==> src/hdl/csrPkg.sv <==
/*
 Machine-mode CSR numbers and data widths
 CSR operation encoding
 Field positions inside mstatus, mie, mip, mtvec and mcause
*/
package csrPkg;

    localparam int csrNumWidth = 12;
    localparam int xlen = 32;
    localparam int retireWidth = 2;     // Up to 3 retired per cycle

    // Standard machine-mode numbers
    localparam logic [csrNumWidth-1:0] csrNumMstatus = 12'h300;
    localparam logic [csrNumWidth-1:0] csrNumMie = 12'h304;
    localparam logic [csrNumWidth-1:0] csrNumMtvec = 12'h305;
    localparam logic [csrNumWidth-1:0] csrNumMscratch = 12'h340;
    localparam logic [csrNumWidth-1:0] csrNumMepc = 12'h341;
    localparam logic [csrNumWidth-1:0] csrNumMcause = 12'h342;
    localparam logic [csrNumWidth-1:0] csrNumMtval = 12'h343;
    localparam logic [csrNumWidth-1:0] csrNumMip = 12'h344;

    // Counters, each half on its own number
    localparam logic [csrNumWidth-1:0] csrNumMcycle = 12'hB00;
    localparam logic [csrNumWidth-1:0] csrNumMinstret = 12'hB02;
    localparam logic [csrNumWidth-1:0] csrNumMcycleh = 12'hB80;
    localparam logic [csrNumWidth-1:0] csrNumMinstreth = 12'hB82;

    localparam logic [csrNumWidth-1:0] csrNumAxlevel = 12'h7C0;   // Implementation specific

    // Same low bits as funct3 of CSRRW, CSRRS and CSRRC
    typedef enum logic [1:0] {
        csrOpWrite = 2'd1,
        csrOpSet = 2'd2,
        csrOpClear = 2'd3
    } csrOpE;

    // mstatus
    localparam int mstatusMieBit = 3;
    localparam int mstatusMpieBit = 7;

    // mie and mip share the layout
    localparam int irqTimerBit = 7;
    localparam int irqExternalBit = 11;

    // mtvec direct mode only, low bits read as zero
    localparam int mtvecBaseLsb = 2;

    // Interrupt flag of mcause
    localparam int mcauseIntBit = xlen - 1;

endpackage

==> src/hdl/trapPkg.sv <==
/*
 Exception cause codes, including the internal MRET code
 Interrupt codes and their priority order
*/
package trapPkg;

    localparam int causeWidth = 4;

    typedef enum logic [causeWidth-1:0] {
        cauInsnMisaligned = 4'd0,
        cauIllegalInsn = 4'd2,
        cauBreakpoint = 4'd3,
        cauLoadMisaligned = 4'd4,
        cauStoreMisaligned = 4'd6,
        cauEcall = 4'd11,
        cauMret = 4'd15         // Internal only, never reaches mcause
    } causeE;

    // Interrupt codes equal the bit positions in mie and mip
    localparam logic [causeWidth-1:0] intCodeTimer = 4'd7;
    localparam logic [causeWidth-1:0] intCodeExternal = 4'd11;

    localparam int intCount = 2;

    // Entry 0 has the highest priority
    localparam logic [intCount-1:0][causeWidth-1:0] intPrioCode = {
        intCodeTimer,
        intCodeExternal
    };

endpackage

==> src/hdl/csrDecodeStage.sv <==
/*
 First pipeline stage
 Registers a CSR request or a core exception
 Illegal CSR accesses become illegal-instruction exceptions
*/
module csrDecodeStage (
    input  logic                            clk,
    input  logic                            arstN,
    input  logic                            reqValid,
    input  logic [csrPkg::csrNumWidth-1:0]  reqNumber,
    input  csrPkg::csrOpE                   reqOp,
    input  logic [csrPkg::xlen-1:0]         reqWriteData,
    input  logic [csrPkg::xlen-1:0]         reqPc,
    input  logic                            excValid,
    input  trapPkg::causeE                  excCause,
    input  logic [csrPkg::xlen-1:0]         excPc,
    input  logic [csrPkg::xlen-1:0]         excTval,
    output logic                            decValid,
    output logic                            decIsExc,
    output trapPkg::causeE                  decCause,
    output logic [csrPkg::csrNumWidth-1:0]  decNumber,
    output csrPkg::csrOpE                   decOp,
    output logic [csrPkg::xlen-1:0]         decData,
    output logic [csrPkg::xlen-1:0]         decPc,
    output logic [csrPkg::xlen-1:0]         decTval
);
    import csrPkg::*;
    import trapPkg::*;

    logic knownNumber;
    logic mipModify;
    logic illegal;

    always_comb begin
        case (reqNumber)
            csrNumMstatus, csrNumMie, csrNumMip, csrNumMtvec,
            csrNumMepc, csrNumMcause, csrNumMtval, csrNumMscratch,
            csrNumMcycle, csrNumMcycleh, csrNumMinstret, csrNumMinstreth,
            csrNumAxlevel: knownNumber = 1'b1;
            default:       knownNumber = 1'b0;
        endcase
    end

    // mip is read only, a clear of nothing is just a read
    assign mipModify = (reqNumber == csrNumMip)
                       && !(reqOp == csrOpClear && reqWriteData == '0);
    assign illegal = !knownNumber || mipModify;

    always_ff @(posedge clk or negedge arstN) begin
        if (!arstN) begin
            decValid <= 1'b0;
            decIsExc <= 1'b0;
        end else begin
            decValid <= reqValid || excValid;
            decIsExc <= excValid || (reqValid && illegal);   // Exception wins
        end
    end

    always_ff @(posedge clk) begin
        decCause <= excValid ? excCause : cauIllegalInsn;
        decNumber <= reqNumber;
        decOp <= reqOp;
        decData <= reqWriteData;
        decPc <= excValid ? excPc : reqPc;    // Also tracked when idle
        // tval of an illegal access is the CSR number
        decTval <= excValid ? excTval : xlen'(reqNumber);
    end

endmodule

==> src/hdl/csrFile.sv <==
/*
 Machine-mode CSR registers with 64-bit cycle and instret counters
 Combinational read mux, write/set/clear and trap state updates
*/
module csrFile (
    input  logic                                        clk,
    input  logic                                        arstN,
    input  logic                                        takeInterrupt,
    input  logic                                        takeException,
    input  logic                                        takeCsrOp,
    input  logic [trapPkg::causeWidth-1:0]              trapCode,
    input  logic                                        trapIsInterrupt,
    input  logic [csrPkg::csrNumWidth-1:0]              decNumber,
    input  csrPkg::csrOpE                               decOp,
    input  logic [csrPkg::xlen-1:0]                     decData,
    input  logic [csrPkg::xlen-1:0]                     decPc,
    input  logic [csrPkg::xlen-1:0]                     decTval,
    input  logic [csrPkg::retireWidth-1:0]              retireCount,
    input  logic                                        irqTimer,
    input  logic                                        irqExternal,
    output logic [csrPkg::xlen-1:0]                     readData,
    output logic                                        mstatusMie,
    output logic [csrPkg::xlen-1:0]                     mieBits,
    output logic [csrPkg::xlen-1:0]                     mipBits,
    output logic [csrPkg::xlen-1:csrPkg::mtvecBaseLsb]  mtvecBase,
    output logic [csrPkg::xlen-1:0]                     mepcValue
);
    import csrPkg::*;
    import trapPkg::*;

    logic [xlen-1:0]        mstatus;
    logic [xlen-1:0]        mie;
    logic [xlen-1:0]        mepc;
    logic [xlen-1:0]        mcause;
    logic [xlen-1:0]        mtval;
    logic [xlen-1:0]        mscratch;
    logic [xlen-1:0]        axlevel;
    logic                   mipTimer;
    logic                   mipExternal;
    logic [xlen-1:0]        mcycle;
    logic [xlen-1:0]        mcycleh;
    logic [xlen-1:0]        minstret;
    logic [xlen-1:0]        minstreth;
    logic [retireWidth-1:0] retireReg;      // retireCount delayed by one cycle

    logic [xlen:0]          cycleSum;       // Top bit is the carry
    logic [xlen:0]          instretSum;
    logic [xlen-1:0]        writeValue;
    logic                   isMret;
    logic                   readOnly;       // Clear of zero

    assign cycleSum = {1'b0, mcycle} + (xlen + 1)'(1);
    assign instretSum = {1'b0, minstret} + (xlen + 1)'(retireReg);
    assign isMret = takeException && (trapCode == cauMret);
    assign readOnly = (decOp == csrOpClear) && (decData == '0);

    always_comb begin
        mipBits = '0;
        mipBits[irqTimerBit] = mipTimer;
        mipBits[irqExternalBit] = mipExternal;
    end

    always_comb begin
        case (decNumber)
            csrNumMstatus:   readData = mstatus;
            csrNumMie:       readData = mie;
            csrNumMip:       readData = mipBits;
            csrNumMtvec:     readData = {mtvecBase, {mtvecBaseLsb{1'b0}}};
            csrNumMepc:      readData = mepc;
            csrNumMcause:    readData = mcause;
            csrNumMtval:     readData = mtval;
            csrNumMscratch:  readData = mscratch;
            csrNumMcycle:    readData = mcycle;
            csrNumMcycleh:   readData = mcycleh;
            csrNumMinstret:  readData = minstret;
            csrNumMinstreth: readData = minstreth;
            csrNumAxlevel:   readData = axlevel;
            default:         readData = '0;
        endcase
    end

    // Modify against the old value
    always_comb begin
        case (decOp)
            csrOpSet:   writeValue = readData | decData;
            csrOpClear: writeValue = readData & ~decData;
            default:    writeValue = decData;
        endcase
    end

    always_ff @(posedge clk or negedge arstN) begin
        if (!arstN) begin
            mstatus <= '0;
            mie <= '0;
            mtvecBase <= '0;
            mepc <= '0;
            mcause <= '0;
            mtval <= '0;
            mscratch <= '0;
            axlevel <= '0;
            mipTimer <= 1'b0;
            mipExternal <= 1'b0;
            mcycle <= '0;
            mcycleh <= '0;
            minstret <= '0;
            minstreth <= '0;
            retireReg <= '0;
        end else begin
            mcycle <= cycleSum[xlen-1:0];
            mcycleh <= mcycleh + xlen'(cycleSum[xlen]);
            minstret <= instretSum[xlen-1:0];
            minstreth <= minstreth + xlen'(instretSum[xlen]);
            retireReg <= retireCount;
            mipTimer <= irqTimer;
            mipExternal <= irqExternal;

            if (takeInterrupt || (takeException && !isMret)) begin
                mstatus[mstatusMpieBit] <= mstatus[mstatusMieBit];
                mstatus[mstatusMieBit] <= 1'b0;     // Global enable off
                mepc <= decPc;
                mcause <= {trapIsInterrupt, {(mcauseIntBit - causeWidth){1'b0}}, trapCode};
                mtval <= takeInterrupt ? '0 : decTval;
            end else if (isMret) begin
                mstatus[mstatusMieBit] <= mstatus[mstatusMpieBit];
            end else if (takeCsrOp && !readOnly) begin
                // Later assignments override the counter increments
                case (decNumber)
                    csrNumMstatus:   mstatus <= writeValue;
                    csrNumMie:       mie <= writeValue;
                    csrNumMtvec:     mtvecBase <= writeValue[xlen-1:mtvecBaseLsb];
                    csrNumMepc:      mepc <= writeValue;
                    csrNumMcause:    mcause <= writeValue;
                    csrNumMtval:     mtval <= writeValue;
                    csrNumMscratch:  mscratch <= writeValue;
                    csrNumMcycle:    mcycle <= writeValue;
                    csrNumMcycleh:   mcycleh <= writeValue;
                    csrNumMinstret:  minstret <= writeValue;
                    csrNumMinstreth: minstreth <= writeValue;
                    csrNumAxlevel:   axlevel <= writeValue;
                    default:         ;          // mip is read only
                endcase
            end
        end
    end

    assign mstatusMie = mstatus[mstatusMieBit];
    assign mieBits = mie;
    assign mepcValue = mepc;

endmodule

==> src/hdl/csrRespondStage.sv <==
/*
 Output stage
 Registers the CSR read result and the trap redirect target
*/
module csrRespondStage (
    input  logic                                        clk,
    input  logic                                        arstN,
    input  logic                                        takeCsrOp,
    input  logic                                        takeInterrupt,
    input  logic                                        takeException,
    input  trapPkg::causeE                              decCause,
    input  logic [csrPkg::xlen-1:0]                     readData,
    input  logic [csrPkg::xlen-1:csrPkg::mtvecBaseLsb]  mtvecBase,
    input  logic [csrPkg::xlen-1:0]                     mepcValue,
    output logic                                        rspValid,
    output logic [csrPkg::xlen-1:0]                     rspData,
    output logic                                        redirValid,
    output logic [csrPkg::xlen-1:0]                     redirTarget
);
    import csrPkg::*;
    import trapPkg::*;

    logic            isMret;
    logic            takeTrap;
    logic [xlen-1:0] trapTarget;

    assign isMret = takeException && (decCause == cauMret);
    assign takeTrap = takeInterrupt || takeException;
    // Old register values, so MRET sees mepc before any update
    assign trapTarget = isMret ? mepcValue : {mtvecBase, {mtvecBaseLsb{1'b0}}};

    always_ff @(posedge clk or negedge arstN) begin
        if (!arstN) begin
            rspValid <= 1'b0;
            redirValid <= 1'b0;
        end else begin
            rspValid <= takeCsrOp;
            redirValid <= takeTrap;
        end
    end

    always_ff @(posedge clk) begin
        if (takeCsrOp) rspData <= readData;
        if (takeTrap) redirTarget <= trapTarget;
    end

endmodule

==> src/hdl/csrSubsystem.sv <==
/*
 Top level of the CSR subsystem
 Decode, arbitration with register file, and response stage
*/
module csrSubsystem (
    input  logic                            clk,
    input  logic                            arstN,
    input  logic                            reqValid,
    input  logic [csrPkg::csrNumWidth-1:0]  reqNumber,
    input  csrPkg::csrOpE                   reqOp,
    input  logic [csrPkg::xlen-1:0]         reqWriteData,
    input  logic [csrPkg::xlen-1:0]         reqPc,
    input  logic                            excValid,
    input  trapPkg::causeE                  excCause,
    input  logic [csrPkg::xlen-1:0]         excPc,
    input  logic [csrPkg::xlen-1:0]         excTval,
    input  logic [csrPkg::retireWidth-1:0]  retireCount,
    input  logic                            irqTimer,
    input  logic                            irqExternal,
    output logic                            rspValid,
    output logic [csrPkg::xlen-1:0]         rspData,
    output logic                            redirValid,
    output logic [csrPkg::xlen-1:0]         redirTarget
);

    logic                                        decValid;
    logic                                        decIsExc;
    trapPkg::causeE                              decCause;
    logic [csrPkg::csrNumWidth-1:0]              decNumber;
    csrPkg::csrOpE                               decOp;
    logic [csrPkg::xlen-1:0]                     decData;
    logic [csrPkg::xlen-1:0]                     decPc;
    logic [csrPkg::xlen-1:0]                     decTval;

    logic                                        takeInterrupt;
    logic                                        takeException;
    logic                                        takeCsrOp;
    logic [trapPkg::causeWidth-1:0]              trapCode;
    logic                                        trapIsInterrupt;

    logic [csrPkg::xlen-1:0]                     readData;
    logic                                        mstatusMie;
    logic [csrPkg::xlen-1:0]                     mieBits;
    logic [csrPkg::xlen-1:0]                     mipBits;
    logic [csrPkg::xlen-1:csrPkg::mtvecBaseLsb]  mtvecBase;
    logic [csrPkg::xlen-1:0]                     mepcValue;

    csrDecodeStage decodeStage (.*);

    trapArbiter arbiter (.*);

    csrFile regFile (.*);

    csrRespondStage respondStage (.*);

endmodule

==> src/hdl/trapArbiter.sv <==
/*
 Priority arbiter beside the execute stage
 Interrupt, then exception, then CSR operation
 Forms the mcause code and interrupt flag
*/
module trapArbiter (
    input  logic                            decValid,
    input  logic                            decIsExc,
    input  trapPkg::causeE                  decCause,
    input  logic                            mstatusMie,
    input  logic [csrPkg::xlen-1:0]         mieBits,
    input  logic [csrPkg::xlen-1:0]         mipBits,
    output logic                            takeInterrupt,
    output logic                            takeException,
    output logic                            takeCsrOp,
    output logic [trapPkg::causeWidth-1:0]  trapCode,
    output logic                            trapIsInterrupt
);
    import csrPkg::*;
    import trapPkg::*;

    logic [xlen-1:0]       pending;
    logic                  intFound;
    logic [causeWidth-1:0] intCode;

    assign pending = mieBits & mipBits;

    // Walk from lowest priority so the first entry ends up on top
    always_comb begin
        intFound = 1'b0;
        intCode = '0;
        for (int i = intCount - 1; i >= 0; i--) begin
            if (pending[intPrioCode[i]]) begin
                intFound = 1'b1;
                intCode = intPrioCode[i];
            end
        end
    end

    // An interrupt discards whatever is in flight
    assign takeInterrupt = mstatusMie && intFound;
    assign takeException = !takeInterrupt && decValid && decIsExc;
    assign takeCsrOp = !takeInterrupt && decValid && !decIsExc;

    assign trapCode = takeInterrupt ? intCode : decCause;
    assign trapIsInterrupt = takeInterrupt;

endmodule

==> config.mk <==
export PLATFORM = sky130hd
export DESIGN_NAME = csrSubsystem
export DESIGN_NICKNAME = d
export VERILOG_FILES = /design/src/hdl/csrPkg.sv /design/src/hdl/trapPkg.sv /design/src/hdl/csrDecodeStage.sv /design/src/hdl/csrFile.sv /design/src/hdl/csrRespondStage.sv /design/src/hdl/csrSubsystem.sv /design/src/hdl/trapArbiter.sv
export SDC_FILE = /design/constraint.sdc
export NUM_CORES = 1
export LEC_CHECK = 0
export BUFFER_PORTS_ARGS = -buffer_cell sky130_fd_sc_hd__buf_2
export CORE_MARGIN = 5
export CORE_UTILIZATION = 35
export CTS_CLUSTER_DIAMETER = 100
export DETAILED_ROUTE_END_ITERATION = 10
export GPL_ROUTABILITY_DRIVEN = 1
export PLACE_DENSITY = 0.55
export SLEW_MARGIN = 0
export SYNTH_ARGS = -nofsm -noshare
export SYNTH_HDL_FRONTEND = slang
export SYNTH_SLANG_ARGS = --single-unit
==> constraint.sdc <==
create_clock -name clk -period 4.4 [get_ports clk]
set_input_delay 0.22 -clock clk [delete_from_list [all_inputs] [get_ports clk]]
set_output_delay 0.22 -clock clk [all_outputs]
set_load 0.02 [all_outputs]
## Word level (Yosys, flattened, before mapping)

Cells that the tools add are included.

- $add $sub $neg: 4
- Equal/unequal tests: 32
- Muxes and demuxes: 46
- Bitwise gates (word level): 6
- Reductions and logical operators: 43

Operators with widths:

| kind | count |
|---|---|
| 32-bit two-way mux | 31 |
| 32-bit one-hot mux with 13 select lines | 1 |
| 12-bit by 10-bit == test with 1-bit output, second input constant | 16 |
| 12-bit == test, second input constant | 8 |
| 32-bit by 1-bit adder with 32-bit output | 2 |
| 32-bit zero test | 2 |
| 32-bit one-hot mux with 2 select lines | 1 |
| 32-bit by 1-bit adder with 33-bit output, second input constant | 1 |
| 32-bit by 2-bit adder with 33-bit output | 1 |
| 32-bit bitwise AND | 1 |
| 32-bit inverter | 1 |
| 32-bit OR | 1 |
| 12-bit by 11-bit == test with 1-bit output, second input constant | 2 |
| 4-bit AND reduction | 5 |
| 8-bit two-way mux | 2 |
| 13-bit OR reduction | 1 |
| 12-bit bitwise AND | 1 |
| 1-bit logical AND | 12 |
| 12-bit two-way mux | 1 |
| 4-bit two-way mux | 3 |
| 3-bit AND reduction | 4 |
| 2-bit nonzero test | 5 |
| 4-bit == test, second input constant | 2 |
| 2-bit == test, second input constant | 3 |
| other kinds (8) | 24 |

- Register bits after elaboration: 568
- Output and inout port bits: 66
- Logic and storage cells: 162

## Depth between registers and ports, before layout

Gate-level depths: netlist (run 1).

- Depth after elaboration: 13
- Depth in mapped cells: 14

## Hierarchy

A second synthesis (run 1) with hierarchy kept.

- Cell total of the unflattened synthesis: 2767
- Area total of the unflattened synthesis: 27721.6 sq um

By module, submodules not included:

| module | times used | cells each | area an instance (sq um) |
|---|---|---|---|
| csrFile | 1 | 2421 | 21909.8 |
| csrDecodeStage | 1 | 226 | 3228.1 |
| csrRespondStage | 1 | 106 | 2493.6 |
| trapArbiter | 1 | 14 | 90.1 |

## Worst setup path after synthesis (run 1)

OpenSTA, ideal clock, no wires.

- Path kind: reg-to-reg
- From: reg regFile.mie[11] (netlist: regFile.mieBits[11])
- To: reg regFile.mcause[2]
- Library setup time: 0.130 ns
- Data arrival time: 3.711 ns
- Required time: 4.270 ns
- Path slack: 0.559 ns
- Stages on the path, launching flop included: 9
- Cell sequence: dfrtp_1 > a22o_1 > a21oi_1 > o31a_1 > buf_2 > o221ai_1 > clkbuf_1 > a32oi_1 > o21ai_0

- Elaborated cells between the ends (all ways): 20

RTL lines:

| what | line | text |
|---|---|---|
| start: declaration | csrFile.sv:32 | `logic [xlen-1:0] mie;` |
| start signal: assignment | csrFile.sv:129 | `csrNumMie: mie <= writeValue;` |
| 12-bit bitwise AND | trapArbiter.sv:26 | `assign pending = mieBits & mipBits;` |
| 1-bit two-way mux | trapArbiter.sv:33 | `if (pending[intPrioCode[i]]) begin` |
| 1-bit logical AND | trapArbiter.sv:41 | `assign takeInterrupt = mstatusMie && intFound;` |
| 1-bit zero test | trapArbiter.sv:43 | `assign takeCsrOp = !takeInterrupt && decValid && !decIsExc;` |
| 1-bit logical AND (2 in a row) | trapArbiter.sv:43 |  |
| net arbiter.takeCsrOp | trapArbiter.sv:15 | `output logic takeCsrOp,` |
| 1-bit logical AND | csrFile.sv:125 | `end else if (takeCsrOp && !readOnly) begin` |
| 2-bit nonzero test (no line) | n/a |  |
| 3-bit AND reduction (no line) | n/a |  |
| end signal: assignment | csrFile.sv:121 | `mcause <= {trapIsInterrupt, {(mcauseIntBit - causeWidth){1'b0}}, trapCode};` |
| end signal: assignment | csrFile.sv:132 | `csrNumMcause: mcause <= writeValue;` |
| end: declaration | csrFile.sv:34 | `logic [xlen-1:0] mcause;` |

The timed path passes the listed nets, and every way through them passes these cells.
A chain may end at the register's enable or synchronous reset.

## Worst setup path in the final report (run 1)

- From: reg regFile.minstret[0]
- To: reg regFile.minstreth[31]

- Longest elaborated chain between the ends: 6

RTL lines:

| what | line | text |
|---|---|---|
| start: declaration | csrFile.sv:42 | `logic [xlen-1:0] minstret;` |
| start signal: assignment | csrFile.sv:111 | `minstret <= instretSum[xlen-1:0];` |
| start signal: assignment | csrFile.sv:137 | `csrNumMinstret: minstret <= writeValue;` |
| 32-bit by 2-bit adder with 33-bit output (*) | csrFile.sv:53 | `assign instretSum = {1'b0, minstret} + (xlen + 1)'(retireReg);` |
| 32-bit by 1-bit adder with 32-bit output (*) | csrFile.sv:112 | `minstreth <= minstreth + xlen'(instretSum[xlen]);` |
| 32-bit two-way mux | csrFile.sv:127 | `case (decNumber)` |
| 32-bit two-way mux | csrFile.sv:125 |  |
| 32-bit two-way mux | csrFile.sv:123 | `end else if (isMret) begin` |
| 32-bit two-way mux (*) | csrFile.sv:117 | `if (takeInterrupt \|\| (takeException && !isMret)) begin` |
| end signal: assignment | csrFile.sv:112 |  |
| end signal: assignment | csrFile.sv:138 | `csrNumMinstreth: minstreth <= writeValue;` |
| end: declaration | csrFile.sv:43 | `logic [xlen-1:0] minstreth;` |

Mark *: on every way between the ends. The rest lies on a longest branch, timed or not.

==> impl_metrics.tcl, run 1 <==
set metrics [dict create \
    yosys.area_share.simple_pct 15.4 \
    grt_max_degree 103 \
    crit_path_start "regFile.minstret[0]" \
    relSlewSlack_pct 8.97 \
    crit_type "register to register" \
    cts_buffer_depth 3 \
    nets 3040 \
    post-place-cells 3633 \
    portBuffers 219 \
    p_switching_mw 3.29 \
    synth-xor-area-share_pct 3.77 \
    clock_latency_ns 0.64 \
    crit_arrival_ns 4.61 \
    antenna_left 0 \
    outcome "finished clean" \
    drtIter0Drc 2497 \
    synth_ff_type "dfrtp_1" \
    tightestPinTransition_ns 1.36 \
    share_comb_of_total_power_pct 9.8 \
    cp-start-kind "register" \
    grt_pass1_wl_um 149000 \
    slew_viol_final 0 \
    syn_nets 2694 \
    gr-total-overflow 0 \
    area_growth_pct 23.0 \
    skew_ns 0.0280 \
    die_y_um 284 \
    synth-seq-cells 568 \
    fin_setup_tns_ns 0 \
    fill_cells 6998 \
    htree_levels 2 \
    ys_seq_area_share_pct 53.2 \
    synth_area_per_cell_um2 10.4 \
    fin_crit_ns 4.07 \
    gp_congestion 0.940 \
    die_w_um 284 \
    synth_top_family_by_area "simple AND/OR/NAND/NOR gates" \
    internal_power_mw 9.09 \
    wl_per_cell_um 26.0 \
    p_clk_share_pct 43.1 \
    antenna_found_initial 9 \
    cts_tree "built" \
    path_clk_slew_ns 0.06 \
    grt_pass1_vias 22300 \
    synth-edff-count 64 \
    drc 0 \
    p_leak_nw 13.9 \
    min-delay-path-class "primary input to register" \
    ys_warn_count 0 \
    worstPathMaxFanout 9 \
    detailed_place_hpwl_um 72600 \
    core_area_um2 74400 \
    clock.fmax_mhz 246 \
    drive_gt1_share_pct 19.4 \
    grt_usage_pct 24.3 \
    instances_no_fill 3900 \
    hold-worst-slack_ns 0.181 \
    first_pass_iters 6 \
    cp-end-kind "register" \
    netlist_instances 2532 \
    maxCapViolCount 0 \
    crit_required_ns 4.94 \
    die-area_um2 80600 \
    viasPerCell 5.69 \
    netlist_area_um2 26300 \
    cts_buffers 60 \
    power.share.sequential_pct 47.1 \
    root_buffer "clkbuf_16" \
    row_count 100 \
    fin_crit_sh_pct 92.5 \
    cts_sinks 568 \
    setup_viol 0 \
    power_density_nw_per_um2 383 \
    ios 220 \
    drt_wl_total_um 102000 \
    vias 22200 \
    report.power.total_mw 12.4 \
    irDropWorstVdd_uv 300 \
    post_cts_buffers 0 \
    ys_types 84 \
    hold_viol_final 0 \
    swShare_pct 26.6 \
    timing.rr.start "regFile.minstret[0]" \
    rsz0062_at_grt "no" \
    async_flop_share_pct 68.7 \
    synth_compound_area_share_pct 14.6 \
    hp-start "excValid" \
    synthAdderAreaFrac_pct 0.410 \
    muxShareOfSynthArea_pct 8.78 \
    initial_utilization_pct 35.3 \
]
## cell usage in the layout, fill, tap and decap left out, types with 98 or more instances in the layout
cell / count
dfrtp_1: 390
nor2_1: 104
buf_2: 218
nand2_1: 313
dfxtp_1: 112
dlygate4sd3_1: 152
mux2_2: 98
o21ai_0: 254
mux2i_1: 111
a22oi_1: 117
## per-stage QoR
step | setup slack (ns) | cell area [um^2] | utilization (%)
2_1_floorplan | 0.559 | 26300 | -
3_3_place_gp | 0.398 | 28700 | 38.6
3_5_place_dp | 0.356 | 28700 | 38.6
4_1_cts | 0.300 | 32300 | 43.4
5_1_grt | 0.0700 | 32300 | 43.4
6_report | 0.330 | 32300 | 43.4
## power by group through the flow
stage | clock [mW] | sequential, mW | combinational, mW
floorplan | 0 | 5.83 | 0.579
global placement | 0 | 5.91 | 1.06
detailed placement | 0 | 5.92 | 1.08
CTS | 5.38 | 5.82 | 1.20
finish | 5.33 | 5.83 | 1.21
global route | 5.60 | 5.85 | 1.31
## cells in the mapped netlist (all sizes together) (5+ instances only)
cell type | n | share of area [%]
a2111oi | 6 | 0.21
a21oi | 41 | 0.80
a22o | 11 | 0.37
a22oi | 118 | 3.4
a2bb2oi | 15 | 0.50
a32oi | 8 | 0.27
and2 | 32 | 0.76
and3 | 24 | 0.57
and4 | 13 | 0.43
and4b | 5 | 0.19
buf | 72 | 1.8
clkbuf | 114 | 1.6
dfrtp | 390 | 37
dfxtp | 114 | 8.7
edfxtp | 64 | 7.3
ha | 7 | 0.33
inv | 32 | 0.46
mux2 | 98 | 4.2
mux2i | 111 | 4.2
nand2 | 317 | 4.5
nand2b | 9 | 0.21
nand3 | 97 | 1.8
nand3b | 7 | 0.20
nand4 | 68 | 1.6
nand4b | 5 | 0.17
nor2 | 104 | 1.5
nor3 | 39 | 0.93
nor4 | 45 | 1.3
nor4b | 5 | 0.21
o21a | 7 | 0.20
o21ai | 332 | 6.3
o22ai | 6 | 0.14
o2bb2ai | 17 | 0.61
o31a | 11 | 0.37
or3 | 7 | 0.17
or4 | 7 | 0.23
xnor2 | 62 | 2.1
xor2 | 51 | 1.7
## worst max-delay path, stage by stage (launching register included)
cell and delay (ns):
dfrtp_1 0.37, ha_1 0.21, fa_1 0.24, nand3_1 0.19
or4_1 0.63, nor4_2 0.46, and4_1 0.27, ha_1 0.16
and3_1 0.29, nand3_1 0.37, nor4_1 0.45, xor2_1 0.19
nor2_1 0.05, a21oi_1 0.11
## logic make-up (layout without fill, tap and decap cells)
kind of cell,Yosys count,count (layout)
multiplexers,213,213
AND/OR/NAND/NOR,800,800
XOR/XNOR,113,113
other,0,2
AO/OA/AOI/OAI,612,612
adder cells (fa/ha/maj),8,8
buffers and inverters,218,615
flip-flops,568,568
## layout make-up
type                            count  area, um^2  share of cell area, %
Multi-Input combinational cell   1746       11400                   35.3
Clock inverter                     40         452                   1.40
Inverter                           32         120                  0.372
Clock buffer                       73        1600                   4.95
Tap cell                          969        1210                   3.75
Sequential cell                   568       14000                   43.2
Timing Repair Buffer              470        3530                   10.9
Antenna cell                        2        5.00                 0.0155
## worst paths after layout
check	endpoint	slack, ns	cells after the start
max reg2reg	regFile.minstreth[31]	0.33	13
min	decodeStage.decCause[1]	0.18	2
min reg2reg	regFile.mtval[12]	0.48	2
max	regFile.minstreth[31]	0.33	13
min in group asynchronous	regFile.mscratch[22]	0.23	2
max in group asynchronous	regFile.mieBits[6]	3.00	3
## metal layers
metal | global-route usage, % | vias up | routed length, um
li1 | - | 9895 | -
met4 | 9.06 | 2 | 4190
met5 | 0 | - | 11
met2 | 38.3 | 1040 | 46100
met3 | 6.07 | 224 | 9480
met1 | 32.6 | 11000 | 41700
## repair_timing
action,4_1_cts,5_1_grt
endpoints found under the hold margin,219,0
hold buffers,152,0
endpoints found under the setup margin,0,1
gates resized for setup,0,1
(Power assumes the default switching activity.)
==> run 2: changes to the inputs <==
Settings changed: ABC_AREA set to 1, CAP_MARGIN set to 20.
==> run 2 against run 1 <==
Effect of this change: clock skew shrank 0.0068 ns; largest cell class unchanged; combinational power grew 8%; hold slack lost 0.085 ns; sequential cell count is the same; count of clock-buffer cells in the layout grew 14; highest routed layer is now met4; non-clock buffer count grew 45; setup slack gained 0.11 ns; die area grew 5.1%; cell count grew 33%; maximum frequency grew 2.7%; global-route usage grew 3.4 points; critical endpoint is now regFile.minstreth[20]; critical path depth grew 10.
==> impl_metrics.tcl, run 2 <==
set metrics [dict create \
    die-area_um2 84700 \
    drc 0 \
    first_pass_iters 6 \
    synth-seq-cells 568 \
    grt_pass1_wl_um 176000 \
    synthTopCellsByArea "dfrtp_1 35%, nand2_1 16%, dfxtp_1 8.3%, edfxtp_1 7.0%, nor2_1 5.8%" \
    slowest_delay_ns 0.36 \
    synth_top_area_share_pct 35.3 \
    ys_warn_count 0 \
    cts_buffer_depth 3 \
    initial_utilization_pct 35.2 \
    grt_usage_pct 27.7 \
    path_cells "ha_1 > fa_1 > and3_1 > nand2_1 > nor3_1 > nand4_1 > nor2_1 > nand3_1 > nor4_1 > buf_4 > ha_1 > ha_1 > nand3_1 > inv_1 > nand2_1 > nor2_1 > buf_4 > nand2_1 > nor4_1 > buf_4 > xor2_1 > nand2_1 > nand2_1" \
    drt_wl_total_um 120000 \
    layout.cells.most_common_list "1212 x nand2_1, 420 x nor2_1, 390 x dfrtp_1, 308 x inv_1, 289 x o21ai_0" \
    netlist_instances 3659 \
    nets 4244 \
    hold-worst-slack_ns 0.0956 \
    wl_per_cell_um 23.2 \
    share_comb_of_total_power_pct 10.4 \
    gp_congestion 1.01 \
    htree_levels 2 \
    cp-end-kind "register" \
    fin_crit_sh_pct 90.0 \
    skew_ns 0.0212 \
    p_clk_share_pct 42.7 \
    grt_pass1_vias 25800 \
    area_growth_pct 24.3 \
    setup_viol 0 \
    core_area_um2 78600 \
    fin_ws_ns 0.439 \
    p_switching_mw 3.37 \
    fin_crit_ns 3.96 \
    dp_slack_ns 0.406 \
    fin_setup_tns_ns 0 \
    antenna_found_initial 3 \
    maxCapViolCount 0 \
    drtIter0Drc 2814 \
    cts_buffers 61 \
    regArea_um2 14000 \
    tightestPinTransition_ns 1.07 \
    post-place-cells 4915 \
    syn_nets 3821 \
    layout_commonest_cell "nand2_1" \
    clock_latency_ns 0.65 \
    hold_viol_final 0 \
    die_w_um 291 \
    cts_sinks 568 \
    root_buffer "clkbuf_16" \
    instances_no_fill 5186 \
    worstPathMaxFanout 4 \
    antenna_left 0 \
    async_flop_share_pct 68.7 \
    crit_type "register to register" \
    design_area_um2 34400 \
    ios 220 \
    power.share.sequential_pct 46.9 \
    vias 26700 \
    ys_seq_area_share_pct 50.5 \
    fin_util_pct 43.7 \
    die_y_um 291 \
    internal_power_mw 9.15 \
    crit_slowest_cell "dfrtp_1" \
    report.power.total_mw 12.5 \
    min-delay-path-class "primary input to register" \
    clock.fmax_mhz 252 \
    cts_tree "built" \
    synth-edff-count 64 \
    p_leak_nw 16.2 \
    row_count 103 \
    slew_viol_final 0 \
    gr-total-overflow 0 \
    rsz0062_at_grt "no" \
    cp_common_cell "nand2_1" \
    synth_most_common_cell "nand2_1" \
    power_density_nw_per_um2 365 \
    irDropWorstVdd_uv 254 \
    netlist_area_um2 27600 \
    synth_area_per_cell_um2 7.55 \
    swShare_pct 26.9 \
    portBuffers 219 \
    drive_gt1_share_pct 13.1 \
    dpl_cell_area_um2 30700 \
    fill_cells 8059 \
    synth_ff_type "dfrtp_1" \
    synth_top_cell_by_area "dfrtp_1" \
    ys_types 41 \
    detailed_place_hpwl_um 89300 \
    outcome "finished clean" \
    relSlewSlack_pct 28.5 \
    yosys-top-cells-count "1212 x nand2_1, 429 x nor2_1, 390 x dfrtp_1" \
    multi_input_area_um2 11900 \
    path_clk_slew_ns 0.07 \
    crit_arrival_ns 4.54 \
    cp-start-kind "register" \
    grt_max_degree 88 \
    viasPerCell 5.14 \
    crit_required_ns 4.98 \
]
## run 2: per-layer routing
layer	vias to the layer above	part of all wire (%)	wire [um]	global-route usage, %
met4	0	6.1	7320	14.0
met2	1217	46	55100	44.5
met1	12800	41	49100	36.5
met3	259	7.5	9010	4.36
li1	12400	-	-	-
met5	-	0	0	0
## run 2: final timing paths
kind	start	end	slack [ns]	cells after the start
setup / recovery	regFile.minstret[0]	regFile.minstreth[20]	0.44	23
hold / removal	excValid	decodeStage.decTval[22]	0.1	3
setup reg to reg	regFile.minstret[0]	regFile.minstreth[20]	0.44	23
hold reg to reg	regFile.mscratch[5]	regFile.mscratch[5]	0.48	2
max in group asynchronous	arstN	regFile.mepcValue[17]	2.96	3
min in group asynchronous	arstN	regFile.mcycleh[11]	0.24	2
## run 2: cells by family after synthesis
kind of cell / synth area share [%]
AND/OR/NAND/NOR: 31.4
adder cells (fa/ha/maj): 0.389
flip-flops: 50.5
AO/OA/AOI/OAI: 7.21
buffers and inverters: 6.85
XOR/XNOR: 3.68
## run 2: final cells by class
class	count	share of cell area (%)
clock inverters	29	0.907
inverters	319	3.48
repair buffers	515	11.5
diodes	1	0.00728
clock buffers	87	5.08
multi-input cells	2617	34.6
well taps	1050	3.82
flip-flops and latches	568	40.6
## run 2: timing repair
action | CTS | global route
setup endpoints to repair | 0 | 5
hold buffers | 153 | 0
endpoints found under the hold margin | 199 | 0
buffers inserted | 0 | 0
gates resized for setup | 0 | 3
## run 2: power by group through the flow
stage	Sequential [mW]	Combinational (mW)	Clock (mW)
5_1_grt	5.90	1.43	5.62
2_1_floorplan	5.91	0.590	0
4_1_cts	5.86	1.30	5.40
6_report	5.87	1.31	5.35
3_5_place_dp	5.96	1.17	0
3_3_place_gp	5.95	1.17	0
## run 2: worst max-delay path: cells and delay by family, from the launching register on
kind / cells / cell delay (ns)
buffers and inverters: 4 / 0.56
adders and majority gates: 4 / 0.77
xor gates and xnor gates: 1 / 0.13
DFF: 1 / 0.36
and+or+nand+nor: 14 / 2.05
==> run 3: changes to the inputs <==
Settings changed: SYNTH_HIERARCHICAL set to 1.
==> run 3 against run 2 <==
Effect of this change: count of clock-buffer cells in the layout decreased by 7; sequential power is 0.9% lower; via count rose by 2.1%; clock power is essentially flat; largest power group unchanged; highest routed layer is now met5.
==> impl_metrics.tcl, run 3 <==
set metrics [dict create \
    outcome "finished clean" \
    netlist_instances 3700 \
    cp-end-kind "register" \
    tightestPinTransition_ns 0.997 \
    grt_pass1_vias 25900 \
    detailed_place_hpwl_um 92400 \
    cts_sinks 568 \
    row_count 105 \
    cts_tree "built" \
    post_cts_buffers 0 \
    die_w_um 297 \
    hold-worst-slack_ns 0.212 \
    drtIter0Drc 3125 \
    hold_viol_final 0 \
    root_buffer "clkbuf_16" \
    cts_buffers 60 \
    netlist_area_um2 28800 \
    min-delay-path-class "primary input to register" \
    power_density_nw_per_um2 357 \
    nets 4217 \
    vias 27200 \
    layout_commonest_cell "nand2_1" \
    antenna_found_initial 6 \
    critPathCapture "regFile/minstreth[30]" \
    portBuffers 219 \
    die_y_um 297 \
    fin_crit_ns 3.97 \
    die-area_um2 88000 \
    r2r_setup_slack_ns 0.43 \
    clock_latency_ns 0.65 \
    htree_levels 2 \
    ios 220 \
    reg2regPathDepth 24 \
    crit_path_start "regFile/minstret[0]" \
    r2r_end "regFile/minstreth[30]" \
    timing.rr.start "regFile/minstret[0]" \
    syn_nets 3862 \
    antenna_left 0 \
    drc 0 \
    area_growth_pct 20.5 \
    grt_max_degree 96 \
    initial_utilization_pct 35.1 \
    relSlewSlack_pct 33.1 \
    rsz0062_at_grt "no" \
    drive_gt1_share_pct 13.8 \
    wl_per_cell_um 24.5 \
    synth_area_per_cell_um2 7.77 \
    crit_type "register to register" \
    slew_viol_final 0 \
    maxCapViolCount 0 \
    grt_usage_pct 28.4 \
    core_area_um2 81800 \
    crit_required_ns 4.98 \
    irDropWorstVdd_uv 279 \
    worstPathMaxFanout 5 \
    cts_buffer_depth 3 \
    layout.cells.most_common_list "1277 x nand2_1, 390 x dfrtp_1, 352 x nor2_1, 265 x inv_1, 265 x nand3_1" \
    gr-total-overflow 0 \
    ys_warn_count 6 \
    drt_wl_total_um 127000 \
    grt_pass1_wl_um 182000 \
    cp-start-kind "register" \
    setup_viol 0 \
    skew_ns 0.0314 \
    p_leak_nw 16.7 \
    path_clk_slew_ns 0.06 \
    fin_crit_sh_pct 90.3 \
    clock.fmax_mhz 252 \
    gp_congestion 1.03 \
    viasPerCell 5.26 \
    first_pass_iters 8 \
    crit_arrival_ns 4.56 \
    fin_setup_tns_ns 0 \
]
## run 3: cell type report
| cell class | instances | area (um^2) |
|---|---|---|
| clock buffer | 80 | 1780 |
| fill | 8252 | 47200 |
| inverter | 291 | 1090 |
| timing repair buffer | 458 | 3350 |
| sequential | 568 | 14000 |
| multi-input combinational | 2676 | 12900 |
| antenna | 2 | 5.00 |
| clock inverter | 32 | 278 |
| tap | 1070 | 1340 |
## run 3: through the flow
step | utilization (%) | instance area [um^2] | setup WS, ns | std cells | total power [mW]
detailed placement | 37.9 | 31100 | 0.413 | 4910 | 7.03
global placement | 37.9 | 31100 | 0.505 | 4910 | 7.02
finish | 42.4 | 34700 | 0.428 | 5177 | 12.4
floorplan | - | 28800 | 0.808 | 3700 | 6.42
CTS | 42.3 | 34600 | 0.365 | 5174 | 12.4
global route | 42.4 | 34700 | 0.0127 | 5175 | 12.8
## run 3: per-layer routing
layer / part of all wire [%] / GRT usage, %
met1: 39 / 37.3
met2: 44 / 44.1
met3: 9.9 / 6.61
met4: 6.3 / 14.5
met5: 0.013 / 0
## run 3: what timing repair did
action / 4_1_cts / 5_1_grt
hold buffers: 152 / 0
resized for setup: 0 / 6
setup endpoints to repair: 0 / 7
hold endpoints to repair: 210 / 0
## run 3: worst min path at each step
stage / from / endpoint / cells after the start
2_1_floorplan: arstN / decodeStage/decIsExc / 0
3_3_place_gp: retireCount[1] / regFile/retireReg[1] / 1
3_5_place_dp: retireCount[1] / regFile/retireReg[1] / 1
4_1_cts: reqWriteData[17] / decodeStage/decData[17] / 2
5_1_grt: retireCount[1] / regFile/retireReg[1] / 2
6_report: retireCount[0] / regFile/retireReg[0] / 2
## run 3: critical path, stage by stage (launching register included)
cell	delay, ns
dfrtp_1	0.34
ha_1	0.19
fa_1	0.22
nand3_1	0.13
nor2_1	0.18
nand2_1	0.15
nor2_4	0.17
nand2_1	0.13
nor2_1	0.13
nand4_1	0.09
nor4b_1	0.28
buf_4	0.18
ha_1	0.20
ha_1	0.20
nand3_1	0.11
inv_1	0.08
nand2_1	0.07
nor2_1	0.17
nand2_1	0.12
nor2_1	0.14
nand2_1	0.13
nor3_1	0.22
xor2_1	0.16
nand2_1	0.06
nand2_1	0.07
## run 3: where the power goes
part	total, mW	switching (mW)	internal (mW)
Sequential	5.82	0.248	5.57
Clock	5.32	2.26	3.06
Combinational	1.26	0.823	0.433
Total	12.4	3.33	9.07
